File: src/common/ctrl_cfg_pkg.sv
package ctrl_cfg_pkg;

    // ring size
    localparam int NUM_CTX = 4;
    localparam int CTX_W   = 2;

    // datapath widths
    localparam int ADDR_W  = 10;
    localparam int STEP_W  = 6;
    localparam int ITER_W  = 6;
    localparam int WIN_W   = 6;
    localparam int LANE_W  = 3;

    // step thresholds inside a pass
    localparam int LAST_STEP  = 63;
    localparam int MAC_LEAD   = 15;
    localparam int DRAIN_LAST = 7;

    // output buffer bases, one slot of eight lanes per context
    localparam logic [NUM_CTX-1:0][ADDR_W-1:0] OB_BASE = {
        ADDR_W'(24),
        ADDR_W'(16),
        ADDR_W'(8),
        ADDR_W'(0)
    };

    // weight buffer bases, one 64-entry window per context
    localparam logic [NUM_CTX-1:0][ADDR_W-1:0] WB_BASE = {
        ADDR_W'(192),
        ADDR_W'(128),
        ADDR_W'(64),
        ADDR_W'(0)
    };

endpackage

File: src/common/ctrl_types_pkg.sv
package ctrl_types_pkg;

    import ctrl_cfg_pkg::*;

    typedef enum logic [2:0] {
        IDLE,
        START,
        CLEAR,
        MAC,
        UPDATE,
        DRAIN,
        DONE
    } seq_state_e;

    // one job context as it travels round the ring
    typedef struct packed {
        seq_state_e        state;
        logic [ITER_W-1:0] iter;
        logic [STEP_W-1:0] step;
        logic [ADDR_W-1:0] ib_addr;
        logic [ADDR_W-1:0] ob_addr;
        logic [ADDR_W-1:0] wb_w_addr;
        logic [ADDR_W-1:0] wb_r_addr;
        logic [ADDR_W-1:0] kb_r_addr;
        logic [CTX_W-1:0]  ib_sel;
        logic              ob_wr;
        logic              wb_wr;
        logic              wb_sel;
        logic              ex_sel;
        logic              update;
        logic              ml_clr;
        logic [LANE_W-1:0] ml_sel;
    } ctx_t;

endpackage

File: src/common/ctx_if.sv
interface ctx_if (
    input logic clk_i
);

    import ctrl_cfg_pkg::*;
    import ctrl_types_pkg::*;

    ctx_t             head;
    ctx_t             next;
    ctx_t             issue0;
    ctx_t             issue1;
    logic [CTX_W-1:0] phase;
    logic             done_set;
    logic             done_clr;

    modport seq_mp (
        input  clk_i,
        input  head,
        input  phase,
        output next,
        output done_set,
        output done_clr
    );

    modport ring_mp (
        output head,
        output issue0,
        output issue1,
        output phase,
        input  next
    );

    modport issue_mp (
        input  issue0,
        input  issue1,
        input  phase,
        input  done_set,
        input  done_clr
    );

endinterface

File: src/sequencer/ctx_sequencer.sv
module ctx_sequencer #(
    parameter int ADDR_W = 10
) (
    input  logic [ctrl_cfg_pkg::NUM_CTX-1:0]                         start_i,
    input  logic [ctrl_cfg_pkg::NUM_CTX-1:0][ctrl_cfg_pkg::ITER_W-1:0] iter_size_i,
    ctx_if.seq_mp                                                    ctx
);

    import ctrl_cfg_pkg::*;
    import ctrl_types_pkg::*;

    ctx_t head;
    ctx_t nxt;
    logic mac_issue;

    // low window advances, upper bits keep the context's bank
    function automatic logic [ADDR_W-1:0] win_inc(input logic [ADDR_W-1:0] a);
        return {a[ADDR_W-1:WIN_W], a[WIN_W-1:0] + WIN_W'(1)};
    endfunction

    function automatic logic [ADDR_W-1:0] win_fill(input logic [ADDR_W-1:0] a,
                                                   input logic fill);
        return {a[ADDR_W-1:WIN_W], {WIN_W{fill}}};
    endfunction

    assign head = ctx.head;

    // multiplier busy once the pipeline lead is filled, idle on the wrap step
    assign mac_issue = (head.step >= STEP_W'(MAC_LEAD)) && (head.step != STEP_W'(LAST_STEP));

    always_comb begin
        nxt        = head;
        nxt.step   = head.step + STEP_W'(1);
        nxt.ob_wr  = 1'b0;
        nxt.update = 1'b0;
        nxt.ml_clr = 1'b0;
        nxt.wb_wr  = 1'b1;

        case (head.state)
            IDLE: begin
                nxt.state     = start_i[ctx.phase] ? START : IDLE;
                nxt.iter      = iter_size_i[ctx.phase];
                nxt.step      = '0;
                nxt.ib_addr   = '0;
                nxt.ob_addr   = {head.ob_addr[ADDR_W-1:LANE_W], LANE_W'(0)};
                nxt.ib_sel    = ctx.phase;
                nxt.wb_w_addr = win_fill(head.wb_w_addr, 1'b0);
                nxt.wb_r_addr = win_fill(head.wb_r_addr, 1'b0);
                nxt.kb_r_addr = '0;
                nxt.wb_wr     = 1'b0;
                nxt.wb_sel    = 1'b0;
                nxt.ex_sel    = 1'b0;
                nxt.ml_sel    = '0;
            end
            START: begin
                // read pointers parked one behind so CLEAR lands on entry 0
                nxt.state     = CLEAR;
                nxt.step      = head.step;
                nxt.wb_w_addr = win_fill(head.wb_w_addr, 1'b0);
                nxt.wb_r_addr = win_fill(head.wb_r_addr, 1'b1);
                nxt.kb_r_addr = win_fill(head.kb_r_addr, 1'b1);
                nxt.ex_sel    = 1'b1;
                nxt.ml_clr    = 1'b1;
                nxt.ml_sel    = '0;
            end
            CLEAR: begin
                nxt.state     = MAC;
                nxt.ib_addr   = win_inc(head.ib_addr);
                nxt.wb_w_addr = win_inc(head.wb_w_addr);
                nxt.wb_r_addr = win_inc(head.wb_r_addr);
                nxt.kb_r_addr = win_inc(head.kb_r_addr);
                nxt.wb_sel    = 1'b0;
                nxt.ex_sel    = 1'b0;
                nxt.ml_clr    = 1'b1;
                nxt.ml_sel    = '0;
            end
            MAC: begin
                if (head.step == STEP_W'(LAST_STEP)) begin
                    nxt.state = (head.iter == '0) ? DRAIN : UPDATE;
                end else begin
                    nxt.state = MAC;
                end
                nxt.ib_addr   = mac_issue ? head.ib_addr : win_inc(head.ib_addr);
                nxt.wb_w_addr = win_inc(head.wb_w_addr);
                nxt.wb_r_addr = win_inc(head.wb_r_addr);
                nxt.kb_r_addr = win_inc(head.kb_r_addr);
                nxt.wb_sel    = mac_issue;
                nxt.ex_sel    = mac_issue;
                nxt.ml_sel    = '0;
            end
            UPDATE: begin
                nxt.state     = MAC;
                nxt.iter      = head.iter - ITER_W'(1);
                nxt.ib_addr   = win_inc(head.ib_addr);
                nxt.wb_w_addr = win_inc(head.wb_w_addr);
                nxt.wb_r_addr = win_inc(head.wb_r_addr);
                nxt.kb_r_addr = win_inc(head.kb_r_addr);
                nxt.wb_sel    = 1'b0;
                nxt.ex_sel    = 1'b0;
                nxt.update    = 1'b1;
                nxt.ml_sel    = '0;
            end
            DRAIN: begin
                // step wrapped to 0 on the last MAC, so it counts lanes here
                nxt.state   = (head.step == STEP_W'(DRAIN_LAST)) ? DONE : DRAIN;
                nxt.ob_wr   = 1'b1;
                nxt.ob_addr = {head.ob_addr[ADDR_W-1:LANE_W], head.step[LANE_W-1:0]};
                nxt.ml_sel  = head.step[LANE_W-1:0];
                nxt.ex_sel  = 1'b0;
            end
            DONE: begin
                nxt.state  = start_i[ctx.phase] ? DONE : IDLE;
                nxt.ex_sel = 1'b0;
            end
            default: begin
                nxt.state = IDLE;
            end
        endcase
    end

    assign ctx.next     = nxt;
    assign ctx.done_set = (head.state == DONE);
    assign ctx.done_clr = (head.state == IDLE);

    // the ring must only ever hand back records this FSM produced
    a_head_state_legal: assert property (
        @(posedge ctx.clk_i)
        head.state inside {IDLE, START, CLEAR, MAC, UPDATE, DRAIN, DONE}
    ) else $error("ring head carries illegal state %0d", head.state);

endmodule

File: src/design/ctx_ring.sv
module ctx_ring #(
    parameter int ADDR_W = 10
) (
    input  logic   clk_i,
    input  logic   rst_ni,
    ctx_if.ring_mp ctx
);

    import ctrl_cfg_pkg::*;
    import ctrl_types_pkg::*;

    ctx_t             stage_q [NUM_CTX];
    logic [CTX_W-1:0] phase_q;

    // slot k starts out holding context k at its own buffer banks
    function automatic ctx_t slot_reset(input int unsigned k);
        ctx_t r;
        r           = '0;
        r.state     = IDLE;
        r.ob_addr   = ADDR_W'(OB_BASE[k]);
        r.wb_w_addr = ADDR_W'(WB_BASE[k]);
        r.wb_r_addr = ADDR_W'(WB_BASE[k]);
        return r;
    endfunction

    always_ff @(posedge clk_i or negedge rst_ni) begin
        if (!rst_ni) begin
            phase_q <= CTX_W'(NUM_CTX - 1);
            for (int k = 0; k < NUM_CTX; k++) begin
                stage_q[k] <= slot_reset(k);
            end
        end else begin
            phase_q    <= phase_q - CTX_W'(1);
            stage_q[0] <= ctx.next;
            for (int k = 1; k < NUM_CTX; k++) begin
                stage_q[k] <= stage_q[k-1];
            end
        end
    end

    assign ctx.head   = stage_q[NUM_CTX-1];
    assign ctx.issue0 = stage_q[0];
    assign ctx.issue1 = stage_q[1];
    assign ctx.phase  = phase_q;

    // output writes only come out of a drain step one clock earlier
    a_ob_wr_drain_only: assert property (
        @(posedge clk_i) disable iff (!rst_ni)
        stage_q[0].ob_wr |-> $past(stage_q[NUM_CTX-1].state) == DRAIN
    ) else $error("ob_wr raised outside of DRAIN");

endmodule

File: src/design/ctx_issue.sv
module ctx_issue #(
    parameter int ADDR_W = 10
) (
    input  logic                                clk_i,
    input  logic                                rst_ni,
    ctx_if.issue_mp                             ctx,
    output logic [ctrl_cfg_pkg::NUM_CTX-1:0]    done_o,
    output logic [ADDR_W-1:0]                   ob_addr_o,
    output logic [ADDR_W-1:0]                   ib_r_addr_o,
    output logic                                ob_wr_o,
    output logic [ctrl_cfg_pkg::CTX_W-1:0]      ib_r_sel_o,
    output logic [ADDR_W-1:0]                   wb_w_addr_o,
    output logic [ADDR_W-1:0]                   wb_r_addr_o,
    output logic                                wb_wr_o,
    output logic                                wb_sel_o,
    output logic [ADDR_W-1:0]                   kb_r_addr_o,
    output logic                                ex_sel_o,
    output logic [ctrl_cfg_pkg::LANE_W-1:0]     ml_sel_o,
    output logic                                update_o,
    output logic                                ml_clr_o
);

    import ctrl_cfg_pkg::*;
    import ctrl_types_pkg::*;

    logic [NUM_CTX-1:0] done_q;

    // read addresses go out a clock ahead to cover buffer read latency
    assign wb_r_addr_o = ctx.issue0.wb_r_addr;
    assign kb_r_addr_o = ctx.issue0.kb_r_addr;

    assign ob_addr_o   = ctx.issue1.ob_addr;
    assign ib_r_addr_o = ctx.issue1.ib_addr;
    assign ob_wr_o     = ctx.issue1.ob_wr;
    assign ib_r_sel_o  = ctx.issue1.ib_sel;
    assign wb_w_addr_o = ctx.issue1.wb_w_addr;
    assign wb_wr_o     = ctx.issue1.wb_wr;
    assign wb_sel_o    = ctx.issue1.wb_sel;
    assign ex_sel_o    = ctx.issue1.ex_sel;
    assign ml_sel_o    = ctx.issue1.ml_sel;
    assign update_o    = ctx.issue1.update;
    assign ml_clr_o    = ctx.issue1.ml_clr;

    always_ff @(posedge clk_i or negedge rst_ni) begin
        if (!rst_ni) begin
            done_q <= '0;
        end else if (ctx.done_set) begin
            done_q[ctx.phase] <= 1'b1;
        end else if (ctx.done_clr) begin
            done_q[ctx.phase] <= 1'b0;
        end
    end

    assign done_o = done_q;

    a_done_set_clr_excl: assert property (
        @(posedge clk_i) disable iff (!rst_ni)
        !(ctx.done_set && ctx.done_clr)
    ) else $error("done set and clear pulsed together");

endmodule

File: src/design/mac_ctrl_top.sv
module mac_ctrl_top #(
    parameter int ADDR_W = ctrl_cfg_pkg::ADDR_W
) (
    input  logic                                                     clk_i,
    input  logic                                                     rst_ni,
    input  logic [ctrl_cfg_pkg::NUM_CTX-1:0]                         start_i,
    input  logic [ctrl_cfg_pkg::NUM_CTX-1:0][ctrl_cfg_pkg::ITER_W-1:0] iter_size_i,
    output logic [ctrl_cfg_pkg::NUM_CTX-1:0]                         done_o,
    output logic [ADDR_W-1:0]                                        ob_addr_o,
    output logic [ADDR_W-1:0]                                        ib_r_addr_o,
    output logic                                                     ob_wr_o,
    output logic [ctrl_cfg_pkg::CTX_W-1:0]                           ib_r_sel_o,
    output logic [ADDR_W-1:0]                                        wb_w_addr_o,
    output logic [ADDR_W-1:0]                                        wb_r_addr_o,
    output logic                                                     wb_wr_o,
    output logic                                                     wb_sel_o,
    output logic [ADDR_W-1:0]                                        kb_r_addr_o,
    output logic                                                     ex_sel_o,
    output logic [ctrl_cfg_pkg::LANE_W-1:0]                          ml_sel_o,
    output logic                                                     update_o,
    output logic                                                     ml_clr_o
);

    import ctrl_cfg_pkg::*;
    import ctrl_types_pkg::*;

    ctx_if u_ctx_if (
        .clk_i (clk_i)
    );

    ctx_sequencer #(
        .ADDR_W (ADDR_W)
    ) u_ctx_sequencer (
        .start_i     (start_i),
        .iter_size_i (iter_size_i),
        .ctx         (u_ctx_if.seq_mp)
    );

    ctx_ring #(
        .ADDR_W (ADDR_W)
    ) u_ctx_ring (
        .clk_i  (clk_i),
        .rst_ni (rst_ni),
        .ctx    (u_ctx_if.ring_mp)
    );

    ctx_issue #(
        .ADDR_W (ADDR_W)
    ) u_ctx_issue (
        .clk_i       (clk_i),
        .rst_ni      (rst_ni),
        .ctx         (u_ctx_if.issue_mp),
        .done_o      (done_o),
        .ob_addr_o   (ob_addr_o),
        .ib_r_addr_o (ib_r_addr_o),
        .ob_wr_o     (ob_wr_o),
        .ib_r_sel_o  (ib_r_sel_o),
        .wb_w_addr_o (wb_w_addr_o),
        .wb_r_addr_o (wb_r_addr_o),
        .wb_wr_o     (wb_wr_o),
        .wb_sel_o    (wb_sel_o),
        .kb_r_addr_o (kb_r_addr_o),
        .ex_sel_o    (ex_sel_o),
        .ml_sel_o    (ml_sel_o),
        .update_o    (update_o),
        .ml_clr_o    (ml_clr_o)
    );

endmodule

File: config.mk
export PLATFORM = sky130hd
export DESIGN_NAME = mac_ctrl_top
export DESIGN_NICKNAME = d
export VERILOG_FILES = /design/src/common/ctrl_cfg_pkg.sv /design/src/common/ctrl_types_pkg.sv /design/src/common/ctx_if.sv /design/src/sequencer/ctx_sequencer.sv /design/src/design/ctx_ring.sv /design/src/design/ctx_issue.sv /design/src/design/mac_ctrl_top.sv
export SDC_FILE = /design/constraint.sdc
export NUM_CORES = 1
export LEC_CHECK = 0
export ABC_CLOCK_PERIOD_IN_PS = 2650
export BUFFER_PORTS_ARGS = -buffer_cell sky130_fd_sc_hd__buf_2
export CAP_MARGIN = 20
export CORE_MARGIN = 1
export CORE_UTILIZATION = 40
export DETAILED_ROUTE_END_ITERATION = 10
export HOLD_SLACK_MARGIN = 0.1
export SLEW_MARGIN = 30
export SYNTH_ARGS = -nofsm -noshare
export SYNTH_HDL_FRONTEND = slang
export SYNTH_HIERARCHICAL = 1
export SYNTH_SLANG_ARGS = --single-unit
File: constraint.sdc
create_clock -name clk_i -period 2.65 [get_ports clk_i]
set_input_delay 0.265 -clock clk_i [delete_from_list [all_inputs] [get_ports clk_i]]
set_output_delay 0.265 -clock clk_i [all_outputs]
set_load 0.01 [all_outputs]
==> results by group <==
Pwr
  – P_leak: 0.00556 uW
  – Peak VDD IR: 510 uV
  – Pwr Density: 948 nW/um^2

Setup path
  – CP Class: reg -> reg
  – CP arrival: 2.44 ns
  – Setup crit start kind: register
  – CP max FO: 7
  – Nature of the critical path endpoint: register
  – Worst Path Required: 3.11 ns

GRT
  – Largest net degree at the start of global routing: 79
  – GRT overflow: 0
  – First-pass GRT wire length: 27900 um
  – Vias in the first global route: 5022
  – Initial antenna violation count: 0
  – GRT Total Usage: 12.4%

Layout
  – Most frequent cells in the layout: dfrtp_1, buf_2, clkbuf_16
  – Layout cells sized above 1: 25.8%
  – Final std cells w/o fill: 1115
  – # diodes: 0
  – Commonest non-fill, non-tap cell in the layout: dfrtp_1
  – Final core occ: 42.5%
  – Area delta synth->final: 3.76%
  – Net count, final: 757

Detailed routing
  – # DRC: 0
  – Detail Route Antenna Nets: 0
  – Vias: 5108
  – First DRT Iteration DRCs: 275
  – Final wirelength: 17000 um
  – Vias/cell: 4.58
  – Avg WL per Cell: 15.2 um
  – DRT Pass-1 Iters: 4

Timing
  – Slew margin rel.: 65.6%
  – Max frequency: 505 MHz
  – RSZ-0062 raised after global routing: false
  – Final worst-path cycle share: 74.7%
  – Final clock skew: 0.00687 ns
  – Minimum clock period: 1.98 ns
  – Fin. Hold Viols: 0
  – Slew Viols, Final: 0
  – Worst-Margin Slew: 0.516 ns
  – Final setup violating endpoints: 0
  – Setup TNS: 0 ns

Synth
  – Syn Nets: 851
  – Yosys synthesis warning count: 6
  – Synthesized area: 11100 sq um
  – Syn avg cell area: 13.6 sq um
  – Synth Instances: 814

CTS
  – Clk_lat worst skew: 0.55 ns
  – Post_cts resized: 0
  – Clk buf depth: 3
  – Total CTS buffers: 30
  – Clk sinks: 302
  – Post-CTS Hold Fix Bufs: 1
  – CTS tree: yes
  – Worst-path clk slew: 0.06 ns
  – Root buf cell: clkbuf_16
  – Post-CTS setup buffer count: 0
  – Htree depth: 1

Place
  – Post-DP HPWL: 10900 um
  – DP Cell Count: 1059
  – Port Buf Inserts: 94
  – Routability Congestion: 0.752

Die
  – Initial Utilization: 40.9%
  – Chip width: 169 um
  – DIE HEIGHT: 169 um
  – Die area: 28400 sq um
  – Row cnt: 60
  – I/O Pins: 95
  – Core ar.: 27100 sq um

Min path
  – Hold WC Path Type: in -> async

Outcome
  – Status: complete, no violations

Flow run
  – Max-Cap Viols: 0
## final timing paths
kind | from | slack, ns | to | cells past startpoint
max | u_ctx_ring/ctx.head[61] | 0.67 | u_ctx_ring/ctx.issue0[56] | 5
min | rst_ni | 0.23 | u_ctx_ring/ctx.issue0[26] | 2
max reg2reg | u_ctx_ring/ctx.head[61] | 0.67 | u_ctx_ring/ctx.issue0[56] | 5
min reg2reg | u_ctx_ring/stage_q[81] | 0.34 | u_ctx_ring/ctx.head[5] | 0
max in group asynchronous | rst_ni | 1.68 | u_ctx_ring/ctx.issue0[20] | 3
min in group clk_i | iter_size_i[15] | 0.25 | u_ctx_ring/ctx.issue0[70] | 4
## registers in the layout, indices dropped and copies added (netlist names), named ones only
name                   flops
u_ctx_ring/ctx.head       72
u_ctx_ring/stage_q        72
u_ctx_ring/ctx.phase       2
u_ctx_ring/ctx.issue1     76
u_ctx_ring/ctx.issue0     76
## through the flow
step           instance area [sq um]  setup slack (ns)  power [uW]  hold slack, ns
3_5_place_dp                   10500             0.693        6780           0.207
5_1_grt                        11500             0.563       11400           0.241
2_1_floorplan                  11100             0.793        6810         -0.0306
4_1_cts                        11500             0.669       11100           0.210
3_3_place_gp                   10500             0.724        6750           0.206
6_report                       11500             0.672       10900           0.226
## power by group
part	leakage [uW]	switching (uW)	total, uW	internal, uW
logic	0.00125	567	1030	463
registers	0.00383	445	5670	5230
clock network	0.000490	1710	4210	2500
total	0.00556	2720	10900	8190
## worst max-delay path, stage by stage (launching register included)
cell	delay (ns)
dfrtp_1	0.43
ha_1	0.30
and3_4	0.24
mux2i_4	0.21
or3_1	0.50
o221ai_2	0.20
## metal layers
metal  GRT usage, %  vias to the layer above  wire length, um
met2           16.9                      144             6940
li1               -                     2320                -
met5              0                        -                0
met3           2.92                       35             1020
met1           19.3                     2609             8600
met4           4.27                        0              422
## area by class of cell
type | count | area [sq um]
Sequential cell | 302 | 7570
Clock inverter | 15 | 141
Tap cell | 372 | 465
Timing Repair Buffer | 109 | 633
Clock buffer | 40 | 870
Fill cell | 2461 | 15600
Inverter | 19 | 71.3
Multi-Input combinational cell | 258 | 1760
No activity file was read; power rests on OpenSTA's default activity.
